$ cat config.mk
export PLATFORM = sky130hd
export DESIGN_NAME = frontend_top
export DESIGN_NICKNAME = d
export VERILOG_FILES = /design/src/common/frontend_pkg.sv /design/src/common/fetch_beat_if.sv /design/src/common/queue_head_if.sv /design/src/fetch/fetch_ctrl.sv /design/src/fetch/prefetch_queue.sv /design/src/hw/frontend_top.sv /design/src/hw/instr_assembly.sv
export SDC_FILE = /design/constraint.sdc
export NUM_CORES = 1
export LEC_CHECK = 0
export ABC_AREA = 1
export BUFFER_PORTS_ARGS = -buffer_cell sky130_fd_sc_hd__clkbuf_2
export CAP_MARGIN = 20
export CORE_UTILIZATION = 50
export CTS_BUF_LIST = sky130_fd_sc_hd__clkbuf_8
export CTS_CLUSTER_SIZE = 8
export DETAILED_ROUTE_END_ITERATION = 7
export HOLD_SLACK_MARGIN = 0.03
export PLACE_DENSITY_LB_ADDON = 0.1
export SYNTH_ARGS = -nofsm -noshare
export SYNTH_HDL_FRONTEND = slang
export SYNTH_SLANG_ARGS = --single-unit
$ cat constraint.sdc
create_clock -name clk -period 4.7 [get_ports clk]
set_clock_uncertainty 0.2 [all_clocks]
set_input_delay 0.94 -clock clk [delete_from_list [all_inputs] [get_ports clk]]
set_output_delay 0.94 -clock clk [all_outputs]
set_load 0.05 [all_outputs]
$ cat src/common/frontend_pkg.sv
// Shared widths and types for the instruction fetch front end
package frontend_pkg;

	// ----------------------------------------
	// Widths
	// ----------------------------------------

	// Fetch and jump addresses are byte addresses
	localparam int w_addr = 32;

	// The bus always moves one full word per beat
	localparam int w_data = 32;

	// RISC-V instructions are built from 16-bit parcels
	localparam int w_hw = 16;

	// ----------------------------------------
	// Types
	// ----------------------------------------

	typedef logic [w_addr-1:0] addr_t;
	typedef logic [w_data-1:0] word_t;
	typedef logic [w_hw-1:0]   hw_t;

	// Bit 0 flags the lower halfword of a word, bit 1 the upper one
	typedef logic [1:0] hwvld_t;

	// Halfword count, 0 to 3, for the CIR and its spare halfword
	typedef logic [1:0] level_t;

	// Number of bus fetches in flight, never more than 2
	typedef logic [1:0] pend_t;

endpackage

$ cat src/common/fetch_beat_if.sv
`timescale 1ns/1ps

// One returned bus beat, as seen by the queue and the assembly logic
interface fetch_beat_if;
	import frontend_pkg::*;

	// Raw bus word, passed through without a register
	word_t  data;

	// Bus error for the whole word
	logic   err;

	// Which halfwords of the word belong to the program stream
	hwvld_t hwvld;

	// High for a beat that arrived and is not being thrown away after a jump
	// There is no ready here, so a live beat is always taken that cycle
	logic   live;

	modport source (
		output data,
		output err,
		output hwvld,
		output live
	);

	modport sink (
		input data,
		input err,
		input hwvld,
		input live
	);

endinterface

$ cat src/common/queue_head_if.sv
`timescale 1ns/1ps

// Head of the prefetch queue and the feedback from instruction assembly
interface queue_head_if;
	import frontend_pkg::*;

	word_t  head_data;
	logic   head_err;
	hwvld_t head_hwvld;
	logic   empty;
	logic   full;
	logic   almost_full;

	// Head entry leaves the queue at the next edge
	logic   pop;

	// The live beat went straight into the CIR and is not to be queued
	logic   bypass;

	modport head (
		output head_data, head_err, head_hwvld,
		output empty, full, almost_full,
		input  pop, bypass
	);

	modport consumer (
		input  head_data, head_err, head_hwvld, empty,
		output pop, bypass
	);

	// Fetch side only needs the fill state to throttle new requests
	modport stall (
		input full, almost_full
	);

endinterface

$ cat src/fetch/fetch_ctrl.sv
`timescale 1ns/1ps

module fetch_ctrl #(
	parameter frontend_pkg::addr_t reset_vector = 32'h0000_0000,
	parameter bit                  extension_c  = 1'b1,
	parameter int                  fifo_depth   = 2
) (
	input  logic                clk,
	input  logic                rst_n,
	output frontend_pkg::addr_t mem_addr,
	output logic                mem_addr_vld,
	input  logic                mem_addr_rdy,
	input  frontend_pkg::word_t mem_data,
	input  logic                mem_data_err,
	input  logic                mem_data_vld,
	input  frontend_pkg::addr_t jump_target,
	input  logic                jump_target_vld,
	output logic                jump_target_rdy,
	output logic                jump_now,
	fetch_beat_if.source        beat,
	queue_head_if.stall         qstat
);
	import frontend_pkg::*;

	addr_t fetch_addr;
	logic  reset_holdoff;
	logic  addr_hold;
	pend_t pend_cnt;
	pend_t flush_cnt;
	logic  skip_low_hw;
	logic  req_vld;
	logic  req_issue;
	logic  req_accept;
	logic  fetch_stall;

	// The stall rule below relies on at least one entry of slack in the queue
	if (fifo_depth < 2) begin : g_depth_check
		$error("fetch_ctrl needs a prefetch queue of at least two entries");
	end

	// ----------------------------------------
	// Address phase
	// ----------------------------------------

	// A held request blocks jumps, since the address must not move before rdy
	assign jump_target_rdy = !addr_hold;
	assign jump_now        = jump_target_vld && jump_target_rdy;

	// Only registered state here, so rdy and data_vld never reach the address
	assign fetch_stall = qstat.full
		|| (qstat.almost_full && pend_cnt != '0)
		|| pend_cnt[1];

	always_comb begin
		mem_addr = fetch_addr;
		req_vld  = 1'b1;
		// While held, the address and vld just repeat the waiting request
		if (!addr_hold) begin
			if (jump_target_vld) begin
				// Jump target goes out in the same cycle when there is room
				mem_addr = {jump_target[w_addr-1:2], 2'b00};
				req_vld  = !pend_cnt[1];
			end else if (fetch_stall) begin
				req_vld = 1'b0;
			end
		end
	end

	// Bus stays quiet for the first cycle out of reset
	assign mem_addr_vld = req_vld && !reset_holdoff;
	assign req_issue    = mem_addr_vld && !addr_hold;
	assign req_accept   = mem_addr_vld && mem_addr_rdy;

	// Fetch address runs ahead of decode in whole words
	always_ff @(posedge clk or negedge rst_n) begin
		if (!rst_n) begin
			fetch_addr <= reset_vector;
		end else if (jump_now) begin
			// Step past the target when it was accepted straight away
			fetch_addr <= {jump_target[w_addr-1:2] + (w_addr-2)'(req_accept), 2'b00};
		end else if (req_accept) begin
			fetch_addr <= fetch_addr + addr_t'(4);
		end
	end

	// ----------------------------------------
	// Bus tracking
	// ----------------------------------------

	always_ff @(posedge clk or negedge rst_n) begin
		if (!rst_n) begin
			reset_holdoff <= 1'b1;
			addr_hold     <= 1'b0;
			pend_cnt      <= '0;
			flush_cnt     <= '0;
		end else begin
			reset_holdoff <= 1'b0;
			addr_hold     <= mem_addr_vld && !mem_addr_rdy;
			// A request counts from its first cycle on the bus
			pend_cnt <= pend_cnt + pend_t'(req_issue) - pend_t'(mem_data_vld);
			if (jump_now) begin
				// Everything still in flight belongs to the old stream
				flush_cnt <= pend_cnt - pend_t'(mem_data_vld);
			end else if (flush_cnt != '0 && mem_data_vld) begin
				flush_cnt <= flush_cnt - pend_t'(1);
			end
		end
	end

	// A halfword-aligned jump means the lower half of the first new word is
	// not part of the program, so it is marked invalid
	always_ff @(posedge clk or negedge rst_n) begin
		if (!rst_n) begin
			skip_low_hw <= 1'b0;
		end else if (jump_now) begin
			skip_low_hw <= extension_c && jump_target[1];
		end else if (beat.live) begin
			skip_low_hw <= 1'b0;
		end
	end

	assign beat.data  = mem_data;
	assign beat.err   = mem_data_err;
	assign beat.hwvld = {1'b1, !skip_low_hw};
	assign beat.live  = mem_data_vld && flush_cnt == '0 && !jump_now;

	// ----------------------------------------
	// Checks
	// ----------------------------------------

	flush_within_pend: assert property (@(posedge clk) disable iff (!rst_n)
		flush_cnt <= pend_cnt);

	pend_bounded: assert property (@(posedge clk) disable iff (!rst_n)
		pend_cnt <= pend_t'(2));

	no_orphan_data: assert property (@(posedge clk) disable iff (!rst_n)
		mem_data_vld |-> pend_cnt != '0);

	// A waiting request keeps its address until rdy
	req_stable: assert property (@(posedge clk) disable iff (!rst_n)
		mem_addr_vld && !mem_addr_rdy |=> mem_addr_vld && $stable(mem_addr));

endmodule

$ cat src/fetch/prefetch_queue.sv
`timescale 1ns/1ps

module prefetch_queue #(
	parameter bit extension_c = 1'b1,
	parameter int fifo_depth  = 2
) (
	input  logic        clk,
	input  logic        rst_n,
	input  logic        jump_now,
	fetch_beat_if.sink  beat,
	queue_head_if.head  head
);
	import frontend_pkg::*;

	word_t  q_data   [fifo_depth];
	logic   q_err    [fifo_depth];
	hwvld_t q_hwvld  [fifo_depth];
	word_t  up_data  [fifo_depth];
	logic   up_err   [fifo_depth];
	hwvld_t up_hwvld [fifo_depth];
	logic [fifo_depth-1:0] q_vld;
	logic [fifo_depth-1:0] up_vld;
	logic [fifo_depth-1:0] dn_vld;
	logic push;
	logic pop;

	// A bypassed beat is already in the CIR
	assign push = beat.live && !head.bypass;
	assign pop  = head.pop;

	// Neighbour views of each entry, with the top entry seeing the bus beat
	for (genvar i = 0; i < fifo_depth; i++) begin : g_entry
		assign q_vld[i] = extension_c ? |q_hwvld[i] : q_hwvld[i][0];
		if (i < fifo_depth - 1) begin : g_mid
			assign up_data[i]  = q_data[i+1];
			assign up_err[i]   = q_err[i+1];
			assign up_hwvld[i] = q_hwvld[i+1];
			assign up_vld[i]   = q_vld[i+1];
		end else begin : g_top
			assign up_data[i]  = beat.data;
			assign up_err[i]   = beat.err;
			assign up_hwvld[i] = '0;
			assign up_vld[i]   = 1'b0;
		end
		if (i == 0) begin : g_bottom
			assign dn_vld[i] = 1'b1;
		end else begin : g_upper
			assign dn_vld[i] = q_vld[i-1];
		end
	end

	// Payload moves down on a pop, and a new beat lands in any free slot
	always_ff @(posedge clk) begin
		for (int i = 0; i < fifo_depth; i++) begin
			if (pop || (push && !q_vld[i])) begin
				q_data[i] <= up_vld[i] ? up_data[i] : beat.data;
				q_err[i]  <= up_vld[i] ? up_err[i] : beat.err;
			end
		end
	end

	// Halfword tags carry the validity of each entry
	always_ff @(posedge clk or negedge rst_n) begin
		if (!rst_n) begin
			for (int i = 0; i < fifo_depth; i++) begin
				q_hwvld[i] <= '0;
			end
		end else begin
			for (int i = 0; i < fifo_depth; i++) begin
				if (jump_now) begin
					q_hwvld[i] <= '0;
				end else if (up_vld[i] && pop) begin
					q_hwvld[i] <= up_hwvld[i];
				end else if (q_vld[i] && pop) begin
					// Top valid entry empties, or refills from the bus
					q_hwvld[i] <= push ? beat.hwvld : hwvld_t'(0);
				end else if (!q_vld[i] && dn_vld[i] && push && !pop) begin
					q_hwvld[i] <= beat.hwvld;
				end
			end
		end
	end

	assign head.head_data   = q_data[0];
	assign head.head_err    = q_err[0];
	assign head.head_hwvld  = q_hwvld[0];
	assign head.empty       = !q_vld[0];
	assign head.full        = q_vld[fifo_depth-1];
	assign head.almost_full = q_vld[fifo_depth-2];

	// Entries fill from the bottom, so the head is always entry 0
	vld_compact: assert property (@(posedge clk) disable iff (!rst_n)
		((q_vld >> 1) & ~q_vld) == '0);

	// Fetch throttling must leave room for every beat that comes back
	no_overflow: assert property (@(posedge clk) disable iff (!rst_n)
		push && head.full |-> pop);

endmodule

$ cat src/hw/frontend_top.sv
`timescale 1ns/1ps

module frontend_top #(
	parameter frontend_pkg::addr_t reset_vector = 32'h0000_0000,
	parameter bit                  extension_c  = 1'b1,
	parameter int                  fifo_depth   = 2
) (
	input  logic                 clk,
	input  logic                 rst_n,
	output frontend_pkg::addr_t  mem_addr,
	output logic                 mem_addr_vld,
	input  logic                 mem_addr_rdy,
	input  frontend_pkg::word_t  mem_data,
	input  logic                 mem_data_err,
	input  logic                 mem_data_vld,
	input  frontend_pkg::addr_t  jump_target,
	input  logic                 jump_target_vld,
	output logic                 jump_target_rdy,
	output frontend_pkg::word_t  cir,
	output frontend_pkg::level_t cir_vld,
	input  frontend_pkg::level_t cir_use,
	output logic [1:0]           cir_err
);

	// Jump strobe shared by all three blocks
	logic jump_now;

	fetch_beat_if beat_if ();
	queue_head_if qhead_if ();

	// Request side and beat tagging
	fetch_ctrl #(
		.reset_vector (reset_vector),
		.extension_c  (extension_c),
		.fifo_depth   (fifo_depth)
	) fetch_ctrl_i (
		.clk             (clk),
		.rst_n           (rst_n),
		.mem_addr        (mem_addr),
		.mem_addr_vld    (mem_addr_vld),
		.mem_addr_rdy    (mem_addr_rdy),
		.mem_data        (mem_data),
		.mem_data_err    (mem_data_err),
		.mem_data_vld    (mem_data_vld),
		.jump_target     (jump_target),
		.jump_target_vld (jump_target_vld),
		.jump_target_rdy (jump_target_rdy),
		.jump_now        (jump_now),
		.beat            (beat_if.source),
		.qstat           (qhead_if.stall)
	);

	prefetch_queue #(
		.extension_c (extension_c),
		.fifo_depth  (fifo_depth)
	) prefetch_queue_i (
		.clk      (clk),
		.rst_n    (rst_n),
		.jump_now (jump_now),
		.beat     (beat_if.sink),
		.head     (qhead_if.head)
	);

	// CIR for decode
	instr_assembly #(
		.extension_c (extension_c)
	) instr_assembly_i (
		.clk      (clk),
		.rst_n    (rst_n),
		.jump_now (jump_now),
		.beat     (beat_if.sink),
		.head     (qhead_if.consumer),
		.cir      (cir),
		.cir_vld  (cir_vld),
		.cir_use  (cir_use),
		.cir_err  (cir_err)
	);

endmodule

$ cat src/hw/instr_assembly.sv
`timescale 1ns/1ps

module instr_assembly #(
	parameter bit extension_c = 1'b1
) (
	input  logic                 clk,
	input  logic                 rst_n,
	input  logic                 jump_now,
	fetch_beat_if.sink           beat,
	queue_head_if.consumer       head,
	output frontend_pkg::word_t  cir,
	output frontend_pkg::level_t cir_vld,
	input  frontend_pkg::level_t cir_use,
	output logic [1:0]           cir_err
);
	import frontend_pkg::*;

	// buf_level counts valid halfwords in {hwbuf, cir}
	level_t            buf_level;
	hw_t               hwbuf;
	logic [2:0]        err_q;
	word_t             fetch_data;
	hwvld_t            fetch_hwvld;
	logic              fetch_err;
	logic              fetch_vld;
	word_t             fetch_aligned;
	logic [3*w_hw-1:0] data_shifted;
	logic [3*w_hw-1:0] data_next;
	logic [2:0]        err_shifted;
	logic [2:0]        err_next;
	logic [2:0]        err_mask;
	level_t            level_kept;
	level_t            fill;
	level_t            level_next;
	logic              room;

	// Queue head has priority and an empty queue exposes the bus beat directly
	assign fetch_data  = head.empty ? beat.data : head.head_data;
	assign fetch_hwvld = head.empty ? beat.hwvld : head.head_hwvld;
	assign fetch_vld   = !head.empty || beat.live;
	assign fetch_err   = fetch_vld && (head.empty ? beat.err : head.head_err);

	// A word holding only its upper halfword is moved down to the bottom
	assign fetch_aligned = {
		fetch_data[w_data-1 -: w_hw],
		(fetch_hwvld[0] || !extension_c) ? fetch_data[w_hw-1:0] : fetch_data[w_data-1 -: w_hw]
	};

	// ----------------------------------------
	// Consume and refill
	// ----------------------------------------

	// Drop what decode used while garbage above the kept level stays unread
	always_comb begin
		if (cir_use[1]) begin
			data_shifted = {hwbuf, cir[w_data-1 -: w_hw], hwbuf};
			err_shifted  = err_q >> 2;
		end else if (cir_use[0] && extension_c) begin
			data_shifted = {hwbuf, hwbuf, cir[w_data-1 -: w_hw]};
			err_shifted  = err_q >> 1;
		end else begin
			data_shifted = {hwbuf, cir};
			err_shifted  = err_q;
		end
	end

	assign level_kept = buf_level - cir_use;

	// A half word needs one free slot less than a full one
	assign room = level_kept <= ((extension_c && !(&fetch_hwvld)) ? level_t'(2) : level_t'(1));

	assign head.pop    = room && !head.empty;
	assign head.bypass = room && head.empty && beat.live;

	// Fresh data goes on top of whatever halfwords are kept
	always_comb begin
		data_next = data_shifted;
		err_next  = err_shifted;
		if (room) begin
			if (level_kept[1] && extension_c) begin
				data_next = {fetch_aligned[w_hw-1:0], data_shifted[2*w_hw-1:0]};
				err_next  = {fetch_err, err_shifted[1:0]};
			end else if (level_kept[0] && extension_c) begin
				data_next = {fetch_aligned, data_shifted[w_hw-1:0]};
				err_next  = {{2{fetch_err}}, err_shifted[0]};
			end else begin
				data_next = {data_shifted[3*w_hw-1 -: w_hw], fetch_aligned};
				err_next  = {err_shifted[2], {2{fetch_err}}};
			end
		end
	end

	assign fill       = (room && fetch_vld) ? ((&fetch_hwvld) ? level_t'(2) : level_t'(1)) : '0;
	assign level_next = jump_now ? level_t'(0) : level_kept + fill;

	// Error flags only survive on halfwords that are actually held
	always_comb begin
		case (level_next)
			2'd0:    err_mask = 3'b000;
			2'd1:    err_mask = 3'b001;
			2'd2:    err_mask = 3'b011;
			default: err_mask = 3'b111;
		endcase
	end

	// ----------------------------------------
	// CIR registers
	// ----------------------------------------

	always_ff @(posedge clk or negedge rst_n) begin
		if (!rst_n) begin
			buf_level <= '0;
			cir_vld   <= '0;
			err_q     <= '0;
		end else begin
			buf_level <= level_next;
			// Decode sees at most one full 32-bit instruction
			cir_vld   <= (level_next > level_t'(2)) ? level_t'(2) : level_next;
			err_q     <= err_next & err_mask;
		end
	end

	always_ff @(posedge clk) begin
		{hwbuf, cir} <= data_next;
	end

	assign cir_err = err_q[1:0];

	use_within_vld: assert property (@(posedge clk) disable iff (!rst_n)
		cir_use <= cir_vld);

endmodule

==> results of run 1 <==
## cells in the mapped netlist, types with 8 or more instances
| cell type | instances |
|---|---|
| nand3_1 | 85 |
| nor2_1 | 147 |
| dfrtp_1 | 47 |
| o22ai_1 | 8 |
| edfxtp_1 | 82 |
| buf_4 | 12 |
| ha_1 | 8 |
| a22o_1 | 12 |
| nand3b_1 | 11 |
| xor2_1 | 14 |
| dfxtp_1 | 32 |
| clkbuf_1 | 19 |
| nand2_1 | 534 |
| o21ai_0 | 95 |
| o21ai_1 | 16 |
| buf_2 | 21 |
| inv_1 | 109 |
| nor2_2 | 9 |
| a21oi_1 | 40 |
## per-layer routing
metal,vias to the layer above,wire [um]
li1,4645,-
met1,4237,13300
met2,355,11100
met3,25,2230
met4,0,308
met5,-,0
## cells by family (layout without fill, tap and decap cells)
group,Yosys count,in the layout,share of synthesized area
compound gates,194,194,0.114
xor+xnor,15,15,0.0136
fa+ha+maj,8,8,0.0103
buf+inv,174,298,0.0763
flops,162,162,0.444
mux,4,4,0.00413
other cells,1,3,0.000387
simple gates,803,803,0.337
## report_power, final
part           switching (uW)  total (uW)  internal (uW)  leakage (uW)
combinational            2640        3570            936       0.00333
clock                     566        1180            612      0.000227
sequential                425        2780           2350       0.00165
total                    3630        7530           3900       0.00520
## final cells by class
class	count	area (um2)	area share
well taps	260	325	0.0296
flip-flops and latches	162	4310	0.392
repair buffers	149	786	0.0716
clock buffers	18	248	0.0226
clock inverters	14	213	0.0194
multi-input cells	1027	4660	0.424
inverters	117	439	0.0400
## flip-flops by register name (all words and copies together) (netlist names), 3 cells and up
name and flops:
prefetch_queue_i.q_data 64, instr_assembly_i.cir 32, fetch_ctrl_i.fetch_addr 30, instr_assembly_i.hwbuf 16, instr_assembly_i.err_q 3
## final timing paths
path | from | endpoint | slack [ns] | cells after the start
min in group clk | prefetch_queue_i.q_data[0][43] | prefetch_queue_i.q_data[0][11] | 0.31 | 2
setup / recovery | jump_target_vld | mem_addr[7] | 1.24 | 6
setup reg to reg | prefetch_queue_i.q_hwvld[0] | fetch_ctrl_i.fetch_addr[12] | 1.71 | 17
max in group asynchronous | rst_n | fetch_ctrl_i.skip_low_hw | 3.24 | 2
hold / removal | rst_n | fetch_ctrl_i.fetch_addr[2] | 0.24 | 1
hold reg to reg | prefetch_queue_i.q_data[0][43] | prefetch_queue_i.q_data[0][11] | 0.31 | 2
## per-stage QoR
stage	hold WS, ns	power, uW	instance area (um2)	setup slack, ns	std cells
6_report	0.239	7530	11000	1.24	1747
5_1_grt	0.249	8050	11000	1.14	1747
4_1_cts	0.229	7540	11000	1.24	1747
3_5_place_dp	0.298	6350	10500	0.917	1715
3_3_place_gp	0.290	6280	10500	0.897	1715
2_1_floorplan	0.283	5440	9700	0.811	1363
## worst max-delay path, stage by stage
cell	delay [ns]
clkbuf_2	0.10
nand2_2	0.10
clkinv_1	0.31
buf_4	0.32
o21ai_0	0.23
clkbuf_2	0.32
==> summary.txt, run 1 <==
Clock tree
  – Worst-path clk slew: 0.09 ns
  – CTS sink cnt: 162
  – H-tree Lvls: 4
  – CTS tree: built
  – Hold_buf cts: 0
  – Skew-Pair Late Insertion Delay: 0.46 ns
  – Root Buffer: clkbuf_8
  – Maximum clock insertion buffer count: 2
  – Total CTS buffers: 17
  – Post-CTS setup buffers: 0
  – Post_cts resized: 0

Logic synthesis
  – Ys flop type: edfxtp_1
  – Seq/Total Area, Yosys: 0.444
  – EDFF count, synth: 82
  – Mapped cell area: 9690 um2
  – Area leader, netlist: edfxtp_1
  – Synth warn: 0
  – Synth top area share: 0.254
  – Post-synthesis cell count: 1361
  – Ranking of synthesized cells by area: edfxtp_1, nand2_1, dfrtp_1, dfxtp_1, nor2_1
  – Post-synth ARST share: 0.296
  – Mean Syn Cell Area: 7.12 um2
  – Register bit total from synthesis: 162
  – Post-synth cell types: 43

GRT
  – GRT Residual Overflow: 0
  – Met1 Track Usage GR: 0.434
  – Initial antenna violation count: 0
  – Number of global-route vias before repair: 8054
  – Global-route wire length before repair: 42.6 mm
  – Met2 usage: 0.389
  – GRT Resource Usage Total: 0.276
  – GR peak layer: met1
  – Grt met3 use: 0.0503
  – Largest net degree at the start of global routing: 93

Finish
  – Ratio of cells with drive above 1 in the final layout: 0.142
  – Post-layout util: 0.583
  – Fill count: 1860
  – Commonest non-fill, non-tap cells in the layout: nand2_1, nor2_1, clkbuf_2, inv_1, o21ai_0
  – Synth-to-Final Area Change: 13.3%
  – Most common cell after layout, fill and taps aside: nand2_1
  – Nets: 1554
  – Inserted Diodes: 0

Floorplanning
  – Die ar.: 19900 um2
  – I/O pins: 142
  – Core area: 18800 um2
  – # rows: 50
  – Initial core utilization: 0.515
  – Die width: 141 um
  – Die height: 141 um

Routing
  – Residual DRC count: 0
  – Wire per inst: 15.4 um
  – Pre-antenna DRT Iters: 5
  – Detailed Route Iter0 Violations: 789
  – Via/cell ratio: 5.30
  – Remaining antenna violation count: 0
  – Vias: 9262
  – Drt total wl: 26.9 mm

Run status
  – Outcome: finished, final reports clean

Placed design
  – Gpl congestion: 0.925
  – DPL Wire Length: 19.5 mm
  – I/O Buffers: 138

STA
  – Max Clock Freq: 0.289 GHz
  – RSZ-0062 raised after global routing: no
  – Tcrit/Tclk final: 0.737
  – Setup-failing EPs final: 0
  – Final min period: 3.46 ns
  – Slew @ Worst Pin: 0.959 ns
  – Setup TNS: 0 ns
  – Max-slew violation count: 0
  – Slew HR: 0.360
  – Hold violation count in the final report: 0

Flow run
  – Number of max-cap violations: 0

Pwr
  – Power per cell area: 686 nW/um2
  – Peak supply drop: 0.337 mV
  – Leak: 0.00520 uW

Min path
  – Min-Delay Path Class: in2async

Worst setup path
  – Crit Path Class: in2out
  – Startpoint type of the worst setup path: input port
  – Worst Path Max Fanout: 12
  – Setup crit end kind: output port
  – CP required: 3.56 ns
  – Critical Path AT: 2.32 ns
(Power assumes the default switching activity.)
==> run 2: changes to the inputs <==
==> constraint.sdc (replaced) <==
create_clock -name clk -period 3.5 [get_ports clk]
set_clock_uncertainty 0.2 [all_clocks]
set_input_delay 0.7 -clock clk [delete_from_list [all_inputs] [get_ports clk]]
set_output_delay 0.7 -clock clk [all_outputs]
set_load 0.05 [all_outputs]
==> run 2 against run 1 <==
Net effect: clock-buffer cell count shrank 1; routed wire length grew 3.3%; global-route usage grew 0.92 points; setup slack lost 0.71 ns; flip-flop and latch count is the same; clock power grew 6%; sequential power grew 34%; non-clock buffer count grew 13; via count grew 0.24%; combinational power grew 39%; total power grew 32%.
==> summary.txt, run 2 (synthesized netlist as in run 1, its figures left out) <==
Run status
  – Outcome: finished, final reports clean (unchanged)

STA
  – Hold violation count in the final report: 0 (unchanged)
  – Max-slew violation count: 0 (unchanged)
  – Final hold slack: 0.128 ns (was 0.239 ns)
  – Slack of the critical path: 0.528 ns (was 1.24 ns)
  – Final min period: 2.97 ns
  – Tcrit/Tclk final: 0.849
  – RSZ-0062 raised after global routing: no (unchanged)
  – Slew @ Worst Pin: 0.864 ns (was 0.959 ns)
  – Setup TNS: 0 ns (unchanged)
  – Max Clock Freq: 0.336 GHz
  – Slew HR: 0.424 (was 0.360)
  – Setup-failing EPs final: 0 (unchanged)

Routing
  – Detailed Route Iter0 Violations: 1015 (was 789)
  – Via/cell ratio: 5.28 (was 5.30)
  – Wire per inst: 15.8 um (was 15.4 um)
  – Vias: 9284 (was 9262)
  – Pre-antenna DRT Iters: 6 (was 5)
  – Drt total wl: 27.8 mm (was 26.9 mm)
  – Residual DRC count: 0 (unchanged)
  – Remaining antenna violation count: 0 (unchanged)

Floorplanning
  – Die width: 141 um (unchanged)
  – I/O pins: 142 (unchanged)
  – Die height: 141 um (unchanged)
  – Initial core utilization: 0.515 (unchanged)
  – Core area: 18800 um2 (unchanged)
  – # rows: 50 (unchanged)
  – Die ar.: 19900 um2 (unchanged)

Worst setup path
  – Setup crit end kind: flop (was output port)
  – Reg-to-reg endpoint: fetch_ctrl_i.fetch_addr[30] (was fetch_ctrl_i.fetch_addr[12])
  – CP max stage delay: 0.42 ns (was 0.32 ns)
  – FF-to-FF Start: prefetch_queue_i.q_hwvld[0] (unchanged)
  – CP required: 3.65 ns (was 3.56 ns)
  – CP dominant cell by count: nand2_1 (was clkbuf_2)
  – Crit-path leading delay family: simple AND/OR/NAND/NOR gates (was buffers and inverters)
  – WP buf/inv: 2 (was 4)
  – Levels on crit path: 19 (was 6)
  – Startpoint type of the worst setup path: flop (was input port)
  – Critical Path AT: 3.13 ns (was 2.32 ns)
  – Reg2Reg Depth: 19 (was 17)
  – Worst path slowest cell: dfrtp_1 (was buf_4)
  – Cell Chain, Critical Path: nor2_1, o21ai_1, nand2_1, nand2_1, nand2_1, nand3_2, inv_1, ha_1, nand2_1, nor2_2, inv_1, nor2_1, nand2_1, nand2_1, nand2_1, nand2_1, nand2_1, nand2_1, nand2_1 (was clkbuf_2, nand2_2, clkinv_1, buf_4, o21ai_0, clkbuf_2)
  – Reg2Reg Setup Slack: 0.53 ns (was 1.71 ns)
  – Worst Path Max Fanout: 5 (was 12)
  – Crit Path Class: reg2reg (was in2out)

Pwr
  – Int Pwr: 5020 uW (was 3900 uW)
  – Peak supply drop: 0.458 mV (was 0.337 mV)
  – Clock Power Share: 0.126 (was 0.156)
  – Net Sw Power: 4920 uW (was 3630 uW)
  – Leak: 0.00520 uW (about the same)
  – Logic pwr share: 0.500 (was 0.475)
  – Power per cell area: 905 nW/um2 (was 686 nW/um2)
  – Proportion of power drawn by flip-flops and latches: 0.374 (was 0.369)
  – Switching share of total power: 0.495 (was 0.482)

Clock tree
  – Total CTS buffers: 17 (unchanged)
  – Root Buffer: clkbuf_8 (unchanged)
  – CTS tree: built (unchanged)
  – Maximum clock insertion buffer count: 2 (unchanged)
  – H-tree Lvls: 4 (unchanged)
  – Post-CTS setup buffers: 0 (unchanged)
  – Skew-Pair Late Insertion Delay: 0.46 ns (about the same)
  – Worst-path clk slew: 0.10 ns (was 0.09 ns)
  – Post_cts resized: 0 (unchanged)
  – CTS sink cnt: 162 (unchanged)
  – Hold_buf cts: 0 (unchanged)

Placed design
  – Dpl cells: 1728 (was 1715)
  – DPL Wire Length: 20.7 mm (was 19.5 mm)
  – I/O Buffers: 138 (unchanged)
  – Gpl congestion: 0.910 (was 0.925)
  – Dpl ws: 0.527 ns (was 0.917 ns)

Finish
  – Inserted Diodes: 0 (unchanged)
  – Synth-to-Final Area Change: 13.3% (about the same)
  – Nets: 1567 (was 1554)
  – Fin cells: 1759 (was 1747)
  – Multi-input logic area: 4660 um2 (unchanged)
  – Post-layout util: 0.583 (about the same)
  – Commonest non-fill, non-tap cells in the layout: nand2_1, nor2_1, clkbuf_2, inv_1, o21ai_0 (unchanged)
  – Max FFs per register: 64 (unchanged)
  – Fill count: 1819 (was 1860)
  – Most common cell after layout, fill and taps aside: nand2_1 (unchanged)
  – Ratio of cells with drive above 1 in the final layout: 0.148 (was 0.142)
  – Seq. cell area: 4310 um2 (unchanged)
  – Top reg by flops: prefetch_queue_i.q_data (unchanged)

GRT
  – GRT Residual Overflow: 0 (unchanged)
  – Number of global-route vias before repair: 8098 (was 8054)
  – Initial antenna violation count: 0 (unchanged)
  – Largest net degree at the start of global routing: 54 (was 93)
  – GRT Resource Usage Total: 0.286 (was 0.276)
  – Global-route wire length before repair: 43.9 mm (was 42.6 mm)

Flow run
  – Number of max-cap violations: 0 (unchanged)

Min path
  – Min-Delay Path Class: in2async (unchanged)
==> run 2: cell count changes in the layout (fill, tap and decap cells not counted), sizes merged <==
cell and change:
clkbuf -2, inv -1, bufinv -4, clkinvlp +5, buf +14
==> run 2: worst max path at each step <==
stage	end	start	slack, ns
after floorplan	mem_addr[25]	fetch_ctrl_i.addr_hold	0.10
after global placement	fetch_ctrl_i.fetch_addr[30]	jump_target_vld	0.53
after detailed placement	fetch_ctrl_i.fetch_addr[30]	jump_target_vld	0.53
after CTS	fetch_ctrl_i.fetch_addr[13]	prefetch_queue_i.q_hwvld[1]	0.57
after global routing	fetch_ctrl_i.fetch_addr[13]	prefetch_queue_i.q_hwvld[0]	0.29
final	fetch_ctrl_i.fetch_addr[30]	prefetch_queue_i.q_hwvld[0]	0.53
==> run 2: final cells by class <==
class / count / area share
Clock buffer: 17 / 0.0213
Clock inverter: 14 / 0.00991
Inverter: 117 / 0.0400
Multi-Input combinational cell: 1027 / 0.424
Sequential cell: 162 / 0.392
Tap cell: 260 / 0.0296
Timing Repair Buffer: 162 / 0.0829
==> run 2: metal layers <==
| layer | share of wire | vias to the layer above | GRT usage | wire [um] |
|---|---|---|---|---|
| li1 | - | 4657 | - | - |
| met1 | 0.50 | 4263 | 0.466 | 13800 |
| met2 | 0.42 | 349 | 0.390 | 11600 |
| met3 | 0.080 | 15 | 0.0499 | 2230 |
| met4 | 0.0063 | 0 | 0.0503 | 176 |
| met5 | 0 | - | 0 | 0 |
==> run 2: through the flow <==
stage / area (um2) / total power, uW
floorplan: 9700 / 7300
global placement: 10600 / 8590
detailed placement: 10600 / 8690
CTS: 11000 / 9930
global route: 11000 / 10600
finish: 11000 / 9930
==> run 2: power by group through the flow <==
| stage | clock (uW) | combinational, uW | sequential (uW) |
|---|---|---|---|
| after floorplan | 0 | 3020 | 4290 |
| after global placement | 0 | 4860 | 3730 |
| after detailed placement | 0 | 4950 | 3750 |
| after CTS | 1270 | 4950 | 3710 |
| after global routing | 1350 | 5470 | 3810 |
| final | 1250 | 4970 | 3720 |
==> run 3: changes to the inputs <==
==> constraint.sdc (replaced) <==
create_clock -name clk -period 3.1 [get_ports clk]
set_clock_uncertainty 0.2 [all_clocks]
set_input_delay 0.62 -clock clk [delete_from_list [all_inputs] [get_ports clk]]
set_output_delay 0.62 -clock clk [all_outputs]
set_load 0.05 [all_outputs]
==> run 3 against run 2 <==
Net effect: critical path depth decreased by 3; first-iteration DRC count fell by 14%; via count is 0.27% higher; setup slack got worse by 0.28 ns; maximum frequency is 4.4% higher; global-route usage increased by 0.31 points; sequential power increased by 13%; critical path type unchanged; largest power group unchanged; highest routed layer unchanged.
==> summary.txt, run 3 (synthesized netlist as in run 1, its figures left out) <==
STA
  – Max Clock Freq: 0.351 GHz (was 0.336 GHz)
  – Slew @ Worst Pin: 0.623 ns (was 0.864 ns)
  – Hold violation count in the final report: 0 (unchanged)
  – Tcrit/Tclk final: 0.919 (was 0.849)
  – Max-slew violation count: 0 (unchanged)
  – Slew HR: 0.580 (was 0.424)
  – Setup-failing EPs final: 0 (unchanged)
  – Final min period: 2.85 ns (was 2.97 ns)

Worst setup path
  – Critical Path AT: 2.99 ns (was 3.13 ns)
  – CP required: 3.25 ns (was 3.65 ns)
  – Startpoint type of the worst setup path: flop (unchanged)
  – Setup crit end kind: flop (unchanged)
  – Crit Path Class: reg2reg (unchanged)
  – Worst Path Max Fanout: 5 (unchanged)

Routing
  – Remaining antenna violation count: 0 (unchanged)
  – Via/cell ratio: 5.29 (was 5.28)
  – Detailed Route Iter0 Violations: 875 (was 1015)
  – Wire per inst: 15.9 um (was 15.8 um)
  – Pre-antenna DRT Iters: 5 (was 6)
  – Residual DRC count: 0 (unchanged)
  – Drt total wl: 28.0 mm (was 27.8 mm)
  – Vias: 9309 (was 9284)

Clock tree
  – Maximum clock insertion buffer count: 2 (unchanged)
  – Worst-path clk slew: 0.09 ns (was 0.10 ns)
  – H-tree Lvls: 4 (unchanged)
  – CTS sink cnt: 162 (unchanged)
  – Total CTS buffers: 17 (unchanged)
  – Skew-Pair Late Insertion Delay: 0.45 ns (was 0.46 ns)
  – CTS tree: built (unchanged)
  – Root Buffer: clkbuf_8 (unchanged)

GRT
  – GRT Residual Overflow: 0 (unchanged)
  – Global-route wire length before repair: 44.1 mm (was 43.9 mm)
  – Met1 Track Usage GR: 0.463 (was 0.466)
  – Met2 usage: 0.396 (was 0.390)
  – GR peak layer: met1 (unchanged)
  – Initial antenna violation count: 0 (unchanged)
  – Number of global-route vias before repair: 8183 (was 8098)
  – Grt met3 use: 0.0591 (was 0.0499)
  – GRT Resource Usage Total: 0.289 (was 0.286)
  – Largest net degree at the start of global routing: 77 (was 54)

Finish
  – Max FFs per register: 64 (unchanged)
  – Synth-to-Final Area Change: 13.6% (was 13.3%)
  – Most common cell after layout, fill and taps aside: nand2_1 (unchanged)
  – Nets: 1567 (unchanged)
  – Seq. cell area: 4310 um2 (unchanged)
  – Multi-input logic area: 4670 um2 (was 4660 um2)
  – Commonest non-fill, non-tap cells in the layout: nand2_1, nor2_1, clkbuf_2, inv_1, nand3_1 (was nand2_1, nor2_1, clkbuf_2, inv_1, o21ai_0)
  – Top reg by flops: prefetch_queue_i.q_data (unchanged)
  – Fin cells: 1760 (was 1759)
  – Ratio of cells with drive above 1 in the final layout: 0.149 (was 0.148)
  – Fill count: 1818 (was 1819)
  – Post-layout util: 0.584 (was 0.583)
  – Inserted Diodes: 0 (unchanged)

Pwr
  – Leak: 0.00523 uW (was 0.00520 uW)
  – Logic pwr share: 0.496 (was 0.500)
  – Switching share of total power: 0.493 (was 0.495)
  – Proportion of power drawn by flip-flops and latches: 0.373 (was 0.374)
  – Power per cell area: 1020 nW/um2 (was 905 nW/um2)
  – Net Sw Power: 5550 uW (was 4920 uW)
  – Int Pwr: 5720 uW (was 5020 uW)
  – Peak supply drop: 0.447 mV (was 0.458 mV)
  – Clock Power Share: 0.131 (was 0.126)

Floorplanning
  – # rows: 50 (unchanged)
  – I/O pins: 142 (unchanged)
  – Initial core utilization: 0.515 (unchanged)
  – Core area: 18800 um2 (unchanged)
  – Die width: 141 um (unchanged)
  – Die ar.: 19900 um2 (unchanged)
  – Die height: 141 um (unchanged)

Placed design
  – I/O Buffers: 138 (unchanged)
  – Gpl congestion: 0.911 (was 0.910)
  – DPL Wire Length: 20.8 mm (was 20.7 mm)
  – Dpl cells: 1727 (was 1728)

Flow run
  – Number of max-cap violations: 0 (unchanged)

Min path
  – Min-Delay Path Class: in2reg (was in2async)

Run status
  – Outcome: finished, final reports clean (unchanged)
-- run 3: cell count changes in the layout (fill, tap and decap cells not counted), sizes merged --
cell	change
clkinvlp	-5
buf	-1
clkinv	+6
bufinv	+1
dlygate4sd3	+1
inv	-1
-- run 3: critical path: stages (launching register included) --
cell     delay (ns)
dfrtp_1        0.41
nor2_2         0.21
o21ai_1        0.13
nand2_1        0.08
nand2_1        0.04
nand2_1        0.08
nand3_2        0.13
inv_1          0.11
ha_1           0.18
nand2_1        0.14
inv_1          0.16
nand2_1        0.09
nor2_1         0.36
xor2_1         0.18
nand2_1        0.07
nand3_1        0.09
nand2_1        0.06
-- run 3: cell type report --
type	instances	share of cell area
Multi-Input combinational cell	1027	0.424
Sequential cell	162	0.391
Timing Repair Buffer	162	0.0819
Inverter	117	0.0399
Tap cell	260	0.0296
Clock buffer	17	0.0213
Clock inverter	15	0.0121
-- run 3: final timing paths --
path | start | to | slack (ns) | depth (start not counted)
min in group asynchronous | rst_n | fetch_ctrl_i.fetch_addr[2] | 0.41 | 2
max | prefetch_queue_i.q_hwvld[1] | fetch_ctrl_i.fetch_addr[13] | 0.25 | 16
min | mem_addr_rdy | fetch_ctrl_i.addr_hold | 0.13 | 2
min reg2reg | prefetch_queue_i.q_data[0][41] | prefetch_queue_i.q_data[0][9] | 0.32 | 2
max reg2reg | prefetch_queue_i.q_hwvld[1] | fetch_ctrl_i.fetch_addr[13] | 0.25 | 16
max in group asynchronous | rst_n | fetch_ctrl_i.skip_low_hw | 1.57 | 3
-- run 3: metal layers --
metal  vias up  share of wire
li1       4671              -
met1      4289           0.50
met2       333           0.41
met3        16          0.086
met4         0         0.0070
met5         -              0
-- run 3: power groups by stage --
stage          Clock [uW]  Sequential [uW]  Combinational [uW]
5_1_grt              1580             4310                6180
6_report             1480             4200                5590
3_3_place_gp            0             4210                5490
2_1_floorplan           0             4840                3410
4_1_cts              1510             4180                5580
3_5_place_dp            0             4220                5560
-- run 3: metrics by stage --
step	setup slack [ns]	area (um2)	hold WS, ns	power (uW)	TNS (ns)
4_1_cts	0.135	11000	0.105	11300	0
6_report	0.252	11000	0.134	11300	0
5_1_grt	-0.00763	11000	0.117	12100	-0.0140
3_5_place_dp	0.169	10600	0.299	9780	0
2_1_floorplan	-0.216	9700	0.124	8250	-1.30
3_3_place_gp	0.166	10600	0.291	9700	0
-- run 3: timing repair --
item                                    in CTS  in global routing
setup buffers                                0                  0
endpoints found under the setup margin       0                  7
hold endpoints to repair                    12                  0
hold buffers                                 1                  0
gates resized for setup                      0                  2
